<file path="src/hw/sq_config.svh">
// Store queue entry tracker configuration
// Sizes of the entry array, the stored fields and the number of load check ports

`ifndef SQ_CONFIG_SVH
`define SQ_CONFIG_SVH

// Number of store queue entries and the width of an entry number
`define SQ_ENTRY_COUNT 16
`define SQ_IDX_WIDTH 4

`define SQ_BYTE_LANES 4    // Byte lanes covered by one store
`define SQ_ODD_WIDTH 4     // Alignment code width

// Even/odd address equality bits supplied per entry by the external comparator
`define SQ_ADDR_EO_WIDTH 2

`define SQ_CHK_PORTS 2     // Load probe ports

`endif

</file>
<file path="src/hw/sq_pkg.sv">
// Store queue entry tracker types
// Plain vector types for entry numbers, per-entry vectors and the stored fields

`include "sq_config.svh"

package sq_pkg;

  // Entry number and one-bit-per-entry vector
  typedef logic [`SQ_IDX_WIDTH-1:0] entry_idx_t;
  typedef logic [`SQ_ENTRY_COUNT-1:0] entry_vec_t;

  typedef logic [`SQ_BYTE_LANES-1:0] byte_mask_t;  // Bytes written or read
  typedef logic [`SQ_ODD_WIDTH-1:0] odd_code_t;

  // Bit 0 is the even half, bit 1 the odd half
  typedef logic [`SQ_ADDR_EO_WIDTH-1:0] addr_eo_t;
  typedef addr_eo_t [`SQ_ENTRY_COUNT-1:0] addr_eo_vec_t;

endpackage

</file>
<file path="src/hw/sq_check_port.sv">
// Store queue load check port
// Compares one load probe against every entry and against the store being
// written this cycle. Match means the store can forward, partial means the
// load overlaps it and has to wait

`timescale 1ns/10ps

`include "sq_config.svh"

module sq_check_port import sq_pkg::*; (
  input  logic                             chk_en,
  input  addr_eo_vec_t                     chk_addr_eo,
  input  odd_code_t                        chk_odd,
  input  byte_mask_t                       chk_bytes,
  input  logic                             chk_bank,
  input  logic                             chk_bank2,
  input  logic                             chk_pre_wrt,
  input  entry_vec_t                       ent_free,
  input  entry_vec_t                       ent_upd,
  input  entry_vec_t                       ent_passe,
  input  odd_code_t  [`SQ_ENTRY_COUNT-1:0] ent_odd,
  input  byte_mask_t [`SQ_ENTRY_COUNT-1:0] ent_bytes,
  input  entry_vec_t                       ent_bank,
  input  entry_vec_t                       ent_bank2,
  input  logic                             wrt_en,
  input  entry_idx_t                       wrt_idx,
  input  odd_code_t                        wrt_odd,
  input  byte_mask_t                       wrt_bytes,
  input  logic                             wrt_bank,
  input  logic                             wrt_bank2,
  output entry_vec_t                       match,
  output entry_vec_t                       partial,
  output logic                             match_w,
  output logic                             partial_w
);

  entry_vec_t base;
  entry_vec_t live;
  entry_vec_t covered;
  logic       base_w;
  logic       live_w;
  logic       covered_w;
  logic       upd_w;

  // Address half, bank2 and odd parity decide whether the two accesses can overlap
  always_comb begin
    for (int e = 0; e < `SQ_ENTRY_COUNT; e++) begin
      base[e] = chk_addr_eo[e][chk_odd[0]] &&
                ((chk_bank2 & ent_bank2[e]) != 1'b0) &&
                (chk_odd[0] == ent_odd[e][0]);
      live[e] = chk_en && !ent_free[e] && !ent_passe[e];
      covered[e] = (chk_bytes & ~ent_bytes[e]) == '0;
    end
  end

  always_comb begin
    for (int e = 0; e < `SQ_ENTRY_COUNT; e++) begin
      match[e] = base[e] && live[e] && covered[e] && ent_upd[e] &&
                 (chk_odd == ent_odd[e]) && ((chk_bank & ent_bank[e]) != 1'b0);
      partial[e] = base[e] && live[e] && (!covered[e] || !ent_upd[e]);
    end
  end

  // In-flight write, using the address compare of the slot being written
  assign base_w = chk_addr_eo[wrt_idx][chk_odd[0]] &&
                  ((chk_bank2 & wrt_bank2) != 1'b0) &&
                  (chk_odd[0] == wrt_odd[0]);
  assign live_w = chk_en && wrt_en && chk_pre_wrt;  // Load must be younger than the store
  assign covered_w = (chk_bytes & ~wrt_bytes) == '0;
  assign upd_w = ent_upd[wrt_idx];

  assign match_w = base_w && live_w && covered_w && upd_w &&
                   (chk_odd == wrt_odd) && ((chk_bank & wrt_bank) != 1'b0);
  assign partial_w = base_w && live_w && (!covered_w || !upd_w);

  // A store either forwards to the load or blocks it, never both
  always_comb begin
    match_partial_excl_a: assert #0 (((match & partial) == '0) && !(match_w && partial_w))
      else $error("match and partial both set");
  end

endmodule

</file>
<file path="src/hw/sq_cmd_decode.sv">
// Store queue command decoder
// Turns the write, update, retire and free index pulses into one-hot entry
// enables and checks that the commands arriving together are legal

`timescale 1ns/10ps

module sq_cmd_decode import sq_pkg::*; (
  input  logic       clk,
  input  logic       rst,
  input  logic       wrt_en,
  input  entry_idx_t wrt_idx,
  input  logic       upd_en,
  input  entry_idx_t upd_idx,
  input  logic       passe_en,
  input  entry_idx_t passe_idx,
  input  logic       free_en,
  input  entry_idx_t free_idx,
  output entry_vec_t wrt_sel,
  output entry_vec_t upd_sel,
  output entry_vec_t passe_sel,
  output entry_vec_t free_sel
);

  function automatic entry_vec_t onehot(input logic en, input entry_idx_t idx);
    entry_vec_t vec;
    vec = '0;
    if (en) begin
      vec[idx] = 1'b1;
    end
    return vec;
  endfunction

  assign wrt_sel   = onehot(wrt_en, wrt_idx);
  assign upd_sel   = onehot(upd_en, upd_idx);
  assign passe_sel = onehot(passe_en, passe_idx);
  assign free_sel  = onehot(free_en, free_idx);

  // A store cannot be allocated and released in the same cycle
  wrt_free_same_entry_a: assert property (
    @(posedge clk) disable iff (rst)
    !(wrt_en && free_en && (wrt_idx == free_idx))
  ) else $error("write and free name entry %0d in the same cycle", wrt_idx);

  wrt_idx_known_a: assert property (
    @(posedge clk) disable iff (rst)
    wrt_en |-> !$isunknown(wrt_idx)
  ) else $error("write index unknown while enabled");

  upd_idx_known_a: assert property (
    @(posedge clk) disable iff (rst)
    upd_en |-> !$isunknown(upd_idx)
  ) else $error("update index unknown while enabled");

  passe_idx_known_a: assert property (
    @(posedge clk) disable iff (rst)
    passe_en |-> !$isunknown(passe_idx)
  ) else $error("retire index unknown while enabled");

  free_idx_known_a: assert property (
    @(posedge clk) disable iff (rst)
    free_en |-> !$isunknown(free_idx)
  ) else $error("free index unknown while enabled");

endmodule

</file>
<file path="src/hw/sq_entry.sv">
// Store queue entry
// Holds the byte mask, alignment code and bank masks of one store together
// with its free, updated and retired flags

`timescale 1ns/10ps

module sq_entry import sq_pkg::*; (
  input  logic       clk,
  input  logic       rst,
  input  logic       wrt_sel_bit,
  input  logic       upd_sel_bit,
  input  logic       passe_sel_bit,
  input  logic       free_sel_bit,
  input  odd_code_t  wrt_odd,
  input  byte_mask_t wrt_bytes,
  input  logic       wrt_bank,
  input  logic       wrt_bank2,
  output logic       free,
  output logic       upd,
  output logic       passe,
  output odd_code_t  odd,
  output byte_mask_t bytes,
  output logic       bank,
  output logic       bank2
);

  // Later commands in this block override earlier ones on the same flag
  always_ff @(posedge clk) begin
    if (rst) begin
      free  <= 1'b1;
      upd   <= 1'b1;
      passe <= 1'b0;
    end else begin
      if (wrt_sel_bit) begin
        free  <= 1'b0;  // Data not yet valid until the update arrives
        passe <= 1'b0;
      end
      if (upd_sel_bit) begin
        upd <= 1'b1;
      end
      if (passe_sel_bit) begin
        passe <= 1'b1;
        upd   <= 1'b0;
      end
      if (free_sel_bit) begin
        free  <= 1'b1;
        passe <= 1'b0;
      end
    end
  end

  always_ff @(posedge clk) begin
    if (wrt_sel_bit) begin
      odd   <= wrt_odd;
      bytes <= wrt_bytes;
      bank  <= wrt_bank;
      bank2 <= wrt_bank2;
    end
  end

  // Only a live store can retire
  retire_live_entry_a: assert property (
    @(posedge clk) disable iff (rst)
    passe_sel_bit |-> !free
  ) else $error("retire applied to a free entry");

endmodule

</file>
<file path="src/hw/sq_top.sv">
// Store queue entry tracker
// Command decoder, the array of store entries and the load check ports that
// probe them for forwarding and overlap

`timescale 1ns/10ps

`include "sq_config.svh"

module sq_top import sq_pkg::*; (
  input  logic         clk,
  input  logic         rst,
  input  logic         wrt_en,
  input  entry_idx_t   wrt_idx,
  input  odd_code_t    wrt_odd,
  input  byte_mask_t   wrt_bytes,
  input  logic         wrt_bank,
  input  logic         wrt_bank2,
  input  logic         upd_en,
  input  entry_idx_t   upd_idx,
  input  logic         passe_en,
  input  entry_idx_t   passe_idx,
  input  logic         free_en,
  input  entry_idx_t   free_idx,
  input  logic         chk0_en,
  input  addr_eo_vec_t chk0_addr_eo,
  input  odd_code_t    chk0_odd,
  input  byte_mask_t   chk0_bytes,
  input  logic         chk0_bank,
  input  logic         chk0_bank2,
  input  logic         chk0_pre_wrt,
  output entry_vec_t   chk0_match,
  output entry_vec_t   chk0_partial,
  output logic         chk0_match_w,
  output logic         chk0_partial_w,
  input  logic         chk1_en,
  input  addr_eo_vec_t chk1_addr_eo,
  input  odd_code_t    chk1_odd,
  input  byte_mask_t   chk1_bytes,
  input  logic         chk1_bank,
  input  logic         chk1_bank2,
  input  logic         chk1_pre_wrt,
  output entry_vec_t   chk1_match,
  output entry_vec_t   chk1_partial,
  output logic         chk1_match_w,
  output logic         chk1_partial_w
);

  entry_vec_t wrt_sel;
  entry_vec_t upd_sel;
  entry_vec_t passe_sel;
  entry_vec_t free_sel;

  entry_vec_t                       ent_free;
  entry_vec_t                       ent_upd;
  entry_vec_t                       ent_passe;
  entry_vec_t                       ent_bank;
  entry_vec_t                       ent_bank2;
  odd_code_t  [`SQ_ENTRY_COUNT-1:0] ent_odd;
  byte_mask_t [`SQ_ENTRY_COUNT-1:0] ent_bytes;

  // Probe signals gathered per port so the check ports come from one loop
  logic [`SQ_CHK_PORTS-1:0] p_en;
  logic [`SQ_CHK_PORTS-1:0] p_bank;
  logic [`SQ_CHK_PORTS-1:0] p_bank2;
  logic [`SQ_CHK_PORTS-1:0] p_pre_wrt;
  logic [`SQ_CHK_PORTS-1:0] p_match_w;
  logic [`SQ_CHK_PORTS-1:0] p_partial_w;
  addr_eo_vec_t             p_addr_eo [`SQ_CHK_PORTS];
  odd_code_t                p_odd [`SQ_CHK_PORTS];
  byte_mask_t               p_bytes [`SQ_CHK_PORTS];
  entry_vec_t               p_match [`SQ_CHK_PORTS];
  entry_vec_t               p_partial [`SQ_CHK_PORTS];

  assign p_en      = {chk1_en, chk0_en};
  assign p_bank    = {chk1_bank, chk0_bank};
  assign p_bank2   = {chk1_bank2, chk0_bank2};
  assign p_pre_wrt = {chk1_pre_wrt, chk0_pre_wrt};
  assign p_addr_eo[0] = chk0_addr_eo;
  assign p_addr_eo[1] = chk1_addr_eo;
  assign p_odd[0] = chk0_odd;
  assign p_odd[1] = chk1_odd;
  assign p_bytes[0] = chk0_bytes;
  assign p_bytes[1] = chk1_bytes;

  assign chk0_match     = p_match[0];
  assign chk0_partial   = p_partial[0];
  assign chk0_match_w   = p_match_w[0];
  assign chk0_partial_w = p_partial_w[0];
  assign chk1_match     = p_match[1];
  assign chk1_partial   = p_partial[1];
  assign chk1_match_w   = p_match_w[1];
  assign chk1_partial_w = p_partial_w[1];

  sq_cmd_decode decode_i (
    .clk, .rst,
    .wrt_en, .wrt_idx, .upd_en, .upd_idx,
    .passe_en, .passe_idx, .free_en, .free_idx,
    .wrt_sel, .upd_sel, .passe_sel, .free_sel
  );

  for (genvar e = 0; e < `SQ_ENTRY_COUNT; e++) begin : g_entry
    sq_entry entry_i (
      .clk, .rst,
      .wrt_sel_bit(wrt_sel[e]), .upd_sel_bit(upd_sel[e]),
      .passe_sel_bit(passe_sel[e]), .free_sel_bit(free_sel[e]),
      .wrt_odd, .wrt_bytes, .wrt_bank, .wrt_bank2,
      .free(ent_free[e]), .upd(ent_upd[e]), .passe(ent_passe[e]),
      .odd(ent_odd[e]), .bytes(ent_bytes[e]),
      .bank(ent_bank[e]), .bank2(ent_bank2[e])
    );
  end

  for (genvar p = 0; p < `SQ_CHK_PORTS; p++) begin : g_chk
    sq_check_port chk_i (
      .chk_en(p_en[p]), .chk_addr_eo(p_addr_eo[p]), .chk_odd(p_odd[p]),
      .chk_bytes(p_bytes[p]), .chk_bank(p_bank[p]), .chk_bank2(p_bank2[p]),
      .chk_pre_wrt(p_pre_wrt[p]),
      .ent_free, .ent_upd, .ent_passe, .ent_odd, .ent_bytes, .ent_bank, .ent_bank2,
      .wrt_en, .wrt_idx, .wrt_odd, .wrt_bytes, .wrt_bank, .wrt_bank2,
      .match(p_match[p]), .partial(p_partial[p]),
      .match_w(p_match_w[p]), .partial_w(p_partial_w[p])
    );
  end

endmodule

</file>
<file path="config.mk">
export PLATFORM = sky130hd
export DESIGN_NAME = sq_top
export DESIGN_NICKNAME = d
export VERILOG_FILES = /design/src/hw/sq_pkg.sv /design/src/hw/sq_check_port.sv /design/src/hw/sq_cmd_decode.sv /design/src/hw/sq_entry.sv /design/src/hw/sq_top.sv
export VERILOG_INCLUDE_DIRS = /design/src /design/src/hw
export SDC_FILE = /design/constraint.sdc
export NUM_CORES = 1
export LEC_CHECK = 0
export BUFFER_PORTS_ARGS = -buffer_cell sky130_fd_sc_hd__buf_2
export CORE_AREA = 2 2 159 161
export DETAILED_ROUTE_END_ITERATION = 12
export DIE_AREA = 0 0 161 163
export GPL_ROUTABILITY_DRIVEN = 0
export PLACE_DENSITY = 0.74
export REMOVE_ABC_BUFFERS = 1
export SLEW_MARGIN = 20
export SYNTH_ARGS = -nofsm -noshare
export SYNTH_HDL_FRONTEND = slang
export SYNTH_SLANG_ARGS = --single-unit
</file>
<file path="constraint.sdc">
create_clock -name clk -period 8.07 [get_ports clk]
set_input_delay 1.614 -clock clk [delete_from_list [all_inputs] [get_ports clk]]
set_output_delay 1.614 -clock clk [all_outputs]
set_load 0.01 [all_outputs]
</file>
==> qor.txt <==
Status -> finished clean
Synthesis-stage register bit count -> 208
Sw Pwr -> 0.604 mW
Met3 wire length -> 4480 um
RR Endpoint -> g_entry[14].entry_i.upd
Syn-to-layout area delta -> 16.4%
Max_cap viols -> 0
Cts hold-fix bufs -> 0
Clock Tree Buf Depth -> 3
H-tree Lvls -> 1
HP Start -> g_entry[3].entry_i.free
Reg-to-reg slack, setup -> 7300 ps
Post-CTS Setup Inserts -> 0
Layout Nets -> 1353
Flop pwr share -> 0.468
Worst-Margin Slew -> 1060 ps
Top sig layer -> met4
Syn Area/Cell -> 10.5 sq um
PortBufs -> 187
Ys flop type -> edfxtp_1
Leakage -> 5.16 nW
Fill cells -> 2167
Initial Util -> 0.463
Crit. End Element -> output port
Detailed Route WL -> 38700 um
Die height -> 163 um
Setup_tns -> 0 ps
Endpoints failing hold -> 0
End of the worst hold path -> g_entry[3].entry_i.free
Core footprint -> 24700 sq um
Post-Syn Instances -> 1090
CTS sink cnt -> 208
FFs w/ async S/R, synth -> 0
Gate power share -> 0.111
Die width -> 161 um
Fin area -> 13300 sq um
Sw Share -> 0.238
Mapped Area -> 11400 sq um
Fin crit share -> 0.754
Hold-critical path depth -> 2
Largest net degree at the start of global routing -> 42
Sequential area share after synthesis -> 0.505
CTS tree -> built
WL met1 -> 15000 um
Global-route wire length before repair -> 57700 um
Layout cells sized above 1 -> 0.202
CP Data Required Time -> 6460 ps
DRC Markers -> 0
Antenna violations before repair -> 1
Final-report setup violation count -> 0
Overall Global Routing Usage -> 0.292
Cell area power density -> 191 nW/um^2
Clock slew at reported path FFs -> 60 ps
Metal2 WL -> 17700 um
Slew margin rel. -> 0.293
Placed Area -> 12500 sq um
Crit start category -> input pin
Worst Hold Class -> reg -> reg
Peak VDD IR -> 0.000171 V
WS Path Type -> in -> out
1st-iter DRT viols -> 1134
Register area -> 5770 sq um
Synth cell types -> 46
Vias in the first global route -> 9713
DP Wirelength -> 28000 um
GR Overflow Total -> 0
Ports -> 188
Row cnt -> 58
Via count -> 9801
Clk_skew -> 0 ps
Crit-path max FO -> 40
WP data arrival -> 4470 ps
EDFF count, synth -> 160
Internal power -> 1.94 mW
Final critical-path required period -> 6090 ps
Total Die Area -> 26200 sq um
Post-DR wirelength/cell -> 24.5 um
TritonCTS Buffers -> 22
Tot Pwr -> 2.54 mW
CTS resizes -> 0
Worst R2R Start -> g_entry[14].entry_i.upd
Router iterations before antenna repair -> 6
Routed Antenna Nets -> 0
RSZ-0062 raised after global routing -> false
Pins Over Slew Limit -> 0
Avg Vias per Cell -> 6.20
Max Fclk -> 0.164 GHz
Clk_lat worst skew -> 500 ps
Clock power frac -> 0.421
Area of the multi-input gates -> 5220 sq um
Yosys warning total -> 0
CTS Root Buffer Type -> clkbuf_16
Worst reg-to-reg path cell count -> 2
worst max-delay path, cell delays in order:
cell and delay [ps]:
buf_2 750, mux2i_1 220, mux4_2 530, and3_1 230
or4_1 550, nor4b_2 320, buf_2 200
cells in the final DEF (no fill, tap or decap), types with 39 or more instances in the layout:
cell type / instances
xor2_1: 96
nand2b_1: 39
buf_2: 187
nor3_1: 74
edfxtp_1: 160
nand2_1: 87
nor2b_1: 47
xnor2_1: 40
nand3_1: 76
nor2_1: 54
dfxtp_1: 48
per-stage QoR:
step | hold slack [ps] | util | instances | setup slack [ps]
floorplan | 422 | - | 1016 | 3270
global placement | 434 | 0.507 | 1539 | 2160
detailed placement | 439 | 0.507 | 1539 | 2070
CTS | 446 | 0.538 | 1579 | 2070
global route | 471 | 0.539 | 1580 | 1980
finish | 447 | 0.539 | 1580 | 1980
area by class of cell:
| type | count | area share |
|---|---|---|
| clock inverters | 8 | 0.00847 |
| diodes | 1 | 0.000188 |
| well taps | 330 | 0.0311 |
| repair buffers | 193 | 0.0738 |
| clock buffers | 32 | 0.0499 |
| flip-flops and latches | 208 | 0.434 |
| inverters | 35 | 0.00988 |
| multi-input cells | 773 | 0.393 |
power groups by stage:
stage / Clock [mW] / Combinational (mW) / Sequential (mW)
floorplan: 0 / 0.127 / 1.21
global placement: 0 / 0.269 / 1.21
detailed placement: 0 / 0.273 / 1.21
CTS: 1.07 / 0.275 / 1.19
global route: 1.12 / 0.299 / 1.19
finish: 1.07 / 0.283 / 1.19
state kept, by name, indices dropped and copies added, names as in the netlist:
register               cells
g_entry.entry_i.bank      16
g_entry.entry_i.bank2     16
g_entry.entry_i.bytes     64
g_entry.entry_i.free      16
g_entry.entry_i.odd       64
g_entry.entry_i.passe     16
g_entry.entry_i.upd       16
how the worst max path moves through the flow:
stage | from | endpoint | depth (start not counted)
5_1_grt | wrt_idx[1] | chk0_match_w | 7
3_3_place_gp | wrt_idx[1] | chk0_match_w | 7
3_5_place_dp | wrt_idx[1] | chk0_match_w | 7
4_1_cts | wrt_idx[1] | chk0_match_w | 7
2_1_floorplan | wrt_idx[1] | chk0_match_w | 5
6_report | wrt_idx[1] | chk0_match_w | 7
synth_stat cells (3+ instances only):
master,n,share of area
and3_1,3,0.0016
buf_1,7,0.0023
nor3b_1,19,0.012
edfxtp_1,160,0.42
nand3_1,76,0.033
nand2_1,87,0.029
dfxtp_1,48,0.084
o2111ai_1,32,0.025
nand3b_1,3,0.0020
a21oi_1,28,0.012
a211oi_1,9,0.0059
nor2b_1,47,0.026
xnor2_1,40,0.031
mux2_2,4,0.0039
a2bb2oi_1,22,0.017
o21bai_1,16,0.011
xor2_1,96,0.074
nor2_1,54,0.018
inv_1,33,0.011
o21ai_0,3,0.0013
clkbuf_1,63,0.021
o22a_1,10,0.0077
nor3_1,74,0.032
nand4_1,37,0.020
a31oi_1,8,0.0044
a221o_1,9,0.0079
mux4_2,14,0.028
and3b_1,4,0.0031
o21a_1,3,0.0020
nand2b_1,39,0.021
mux2i_1,17,0.015
logic make-up (layout without fill, tap and decap cells):
kind of cell,after synthesis,count (layout),share of synthesized area
buf+inv,109,268,0.0381
xor+xnor,136,136,0.104
flops,208,208,0.505
compound gates,147,147,0.0986
mux,35,35,0.0465
simple gates,455,455,0.208
other cells,0,1,0
per-layer routing:
| metal | vias up | GRT usage |
|---|---|---|
| met5 | - | 0 |
| met4 | 0 | 0.123 |
| li1 | 4266 | - |
| met2 | 702 | 0.469 |
| met3 | 114 | 0.0609 |
| met1 | 4719 | 0.386 |
Power figures use the tool's default switching activity.
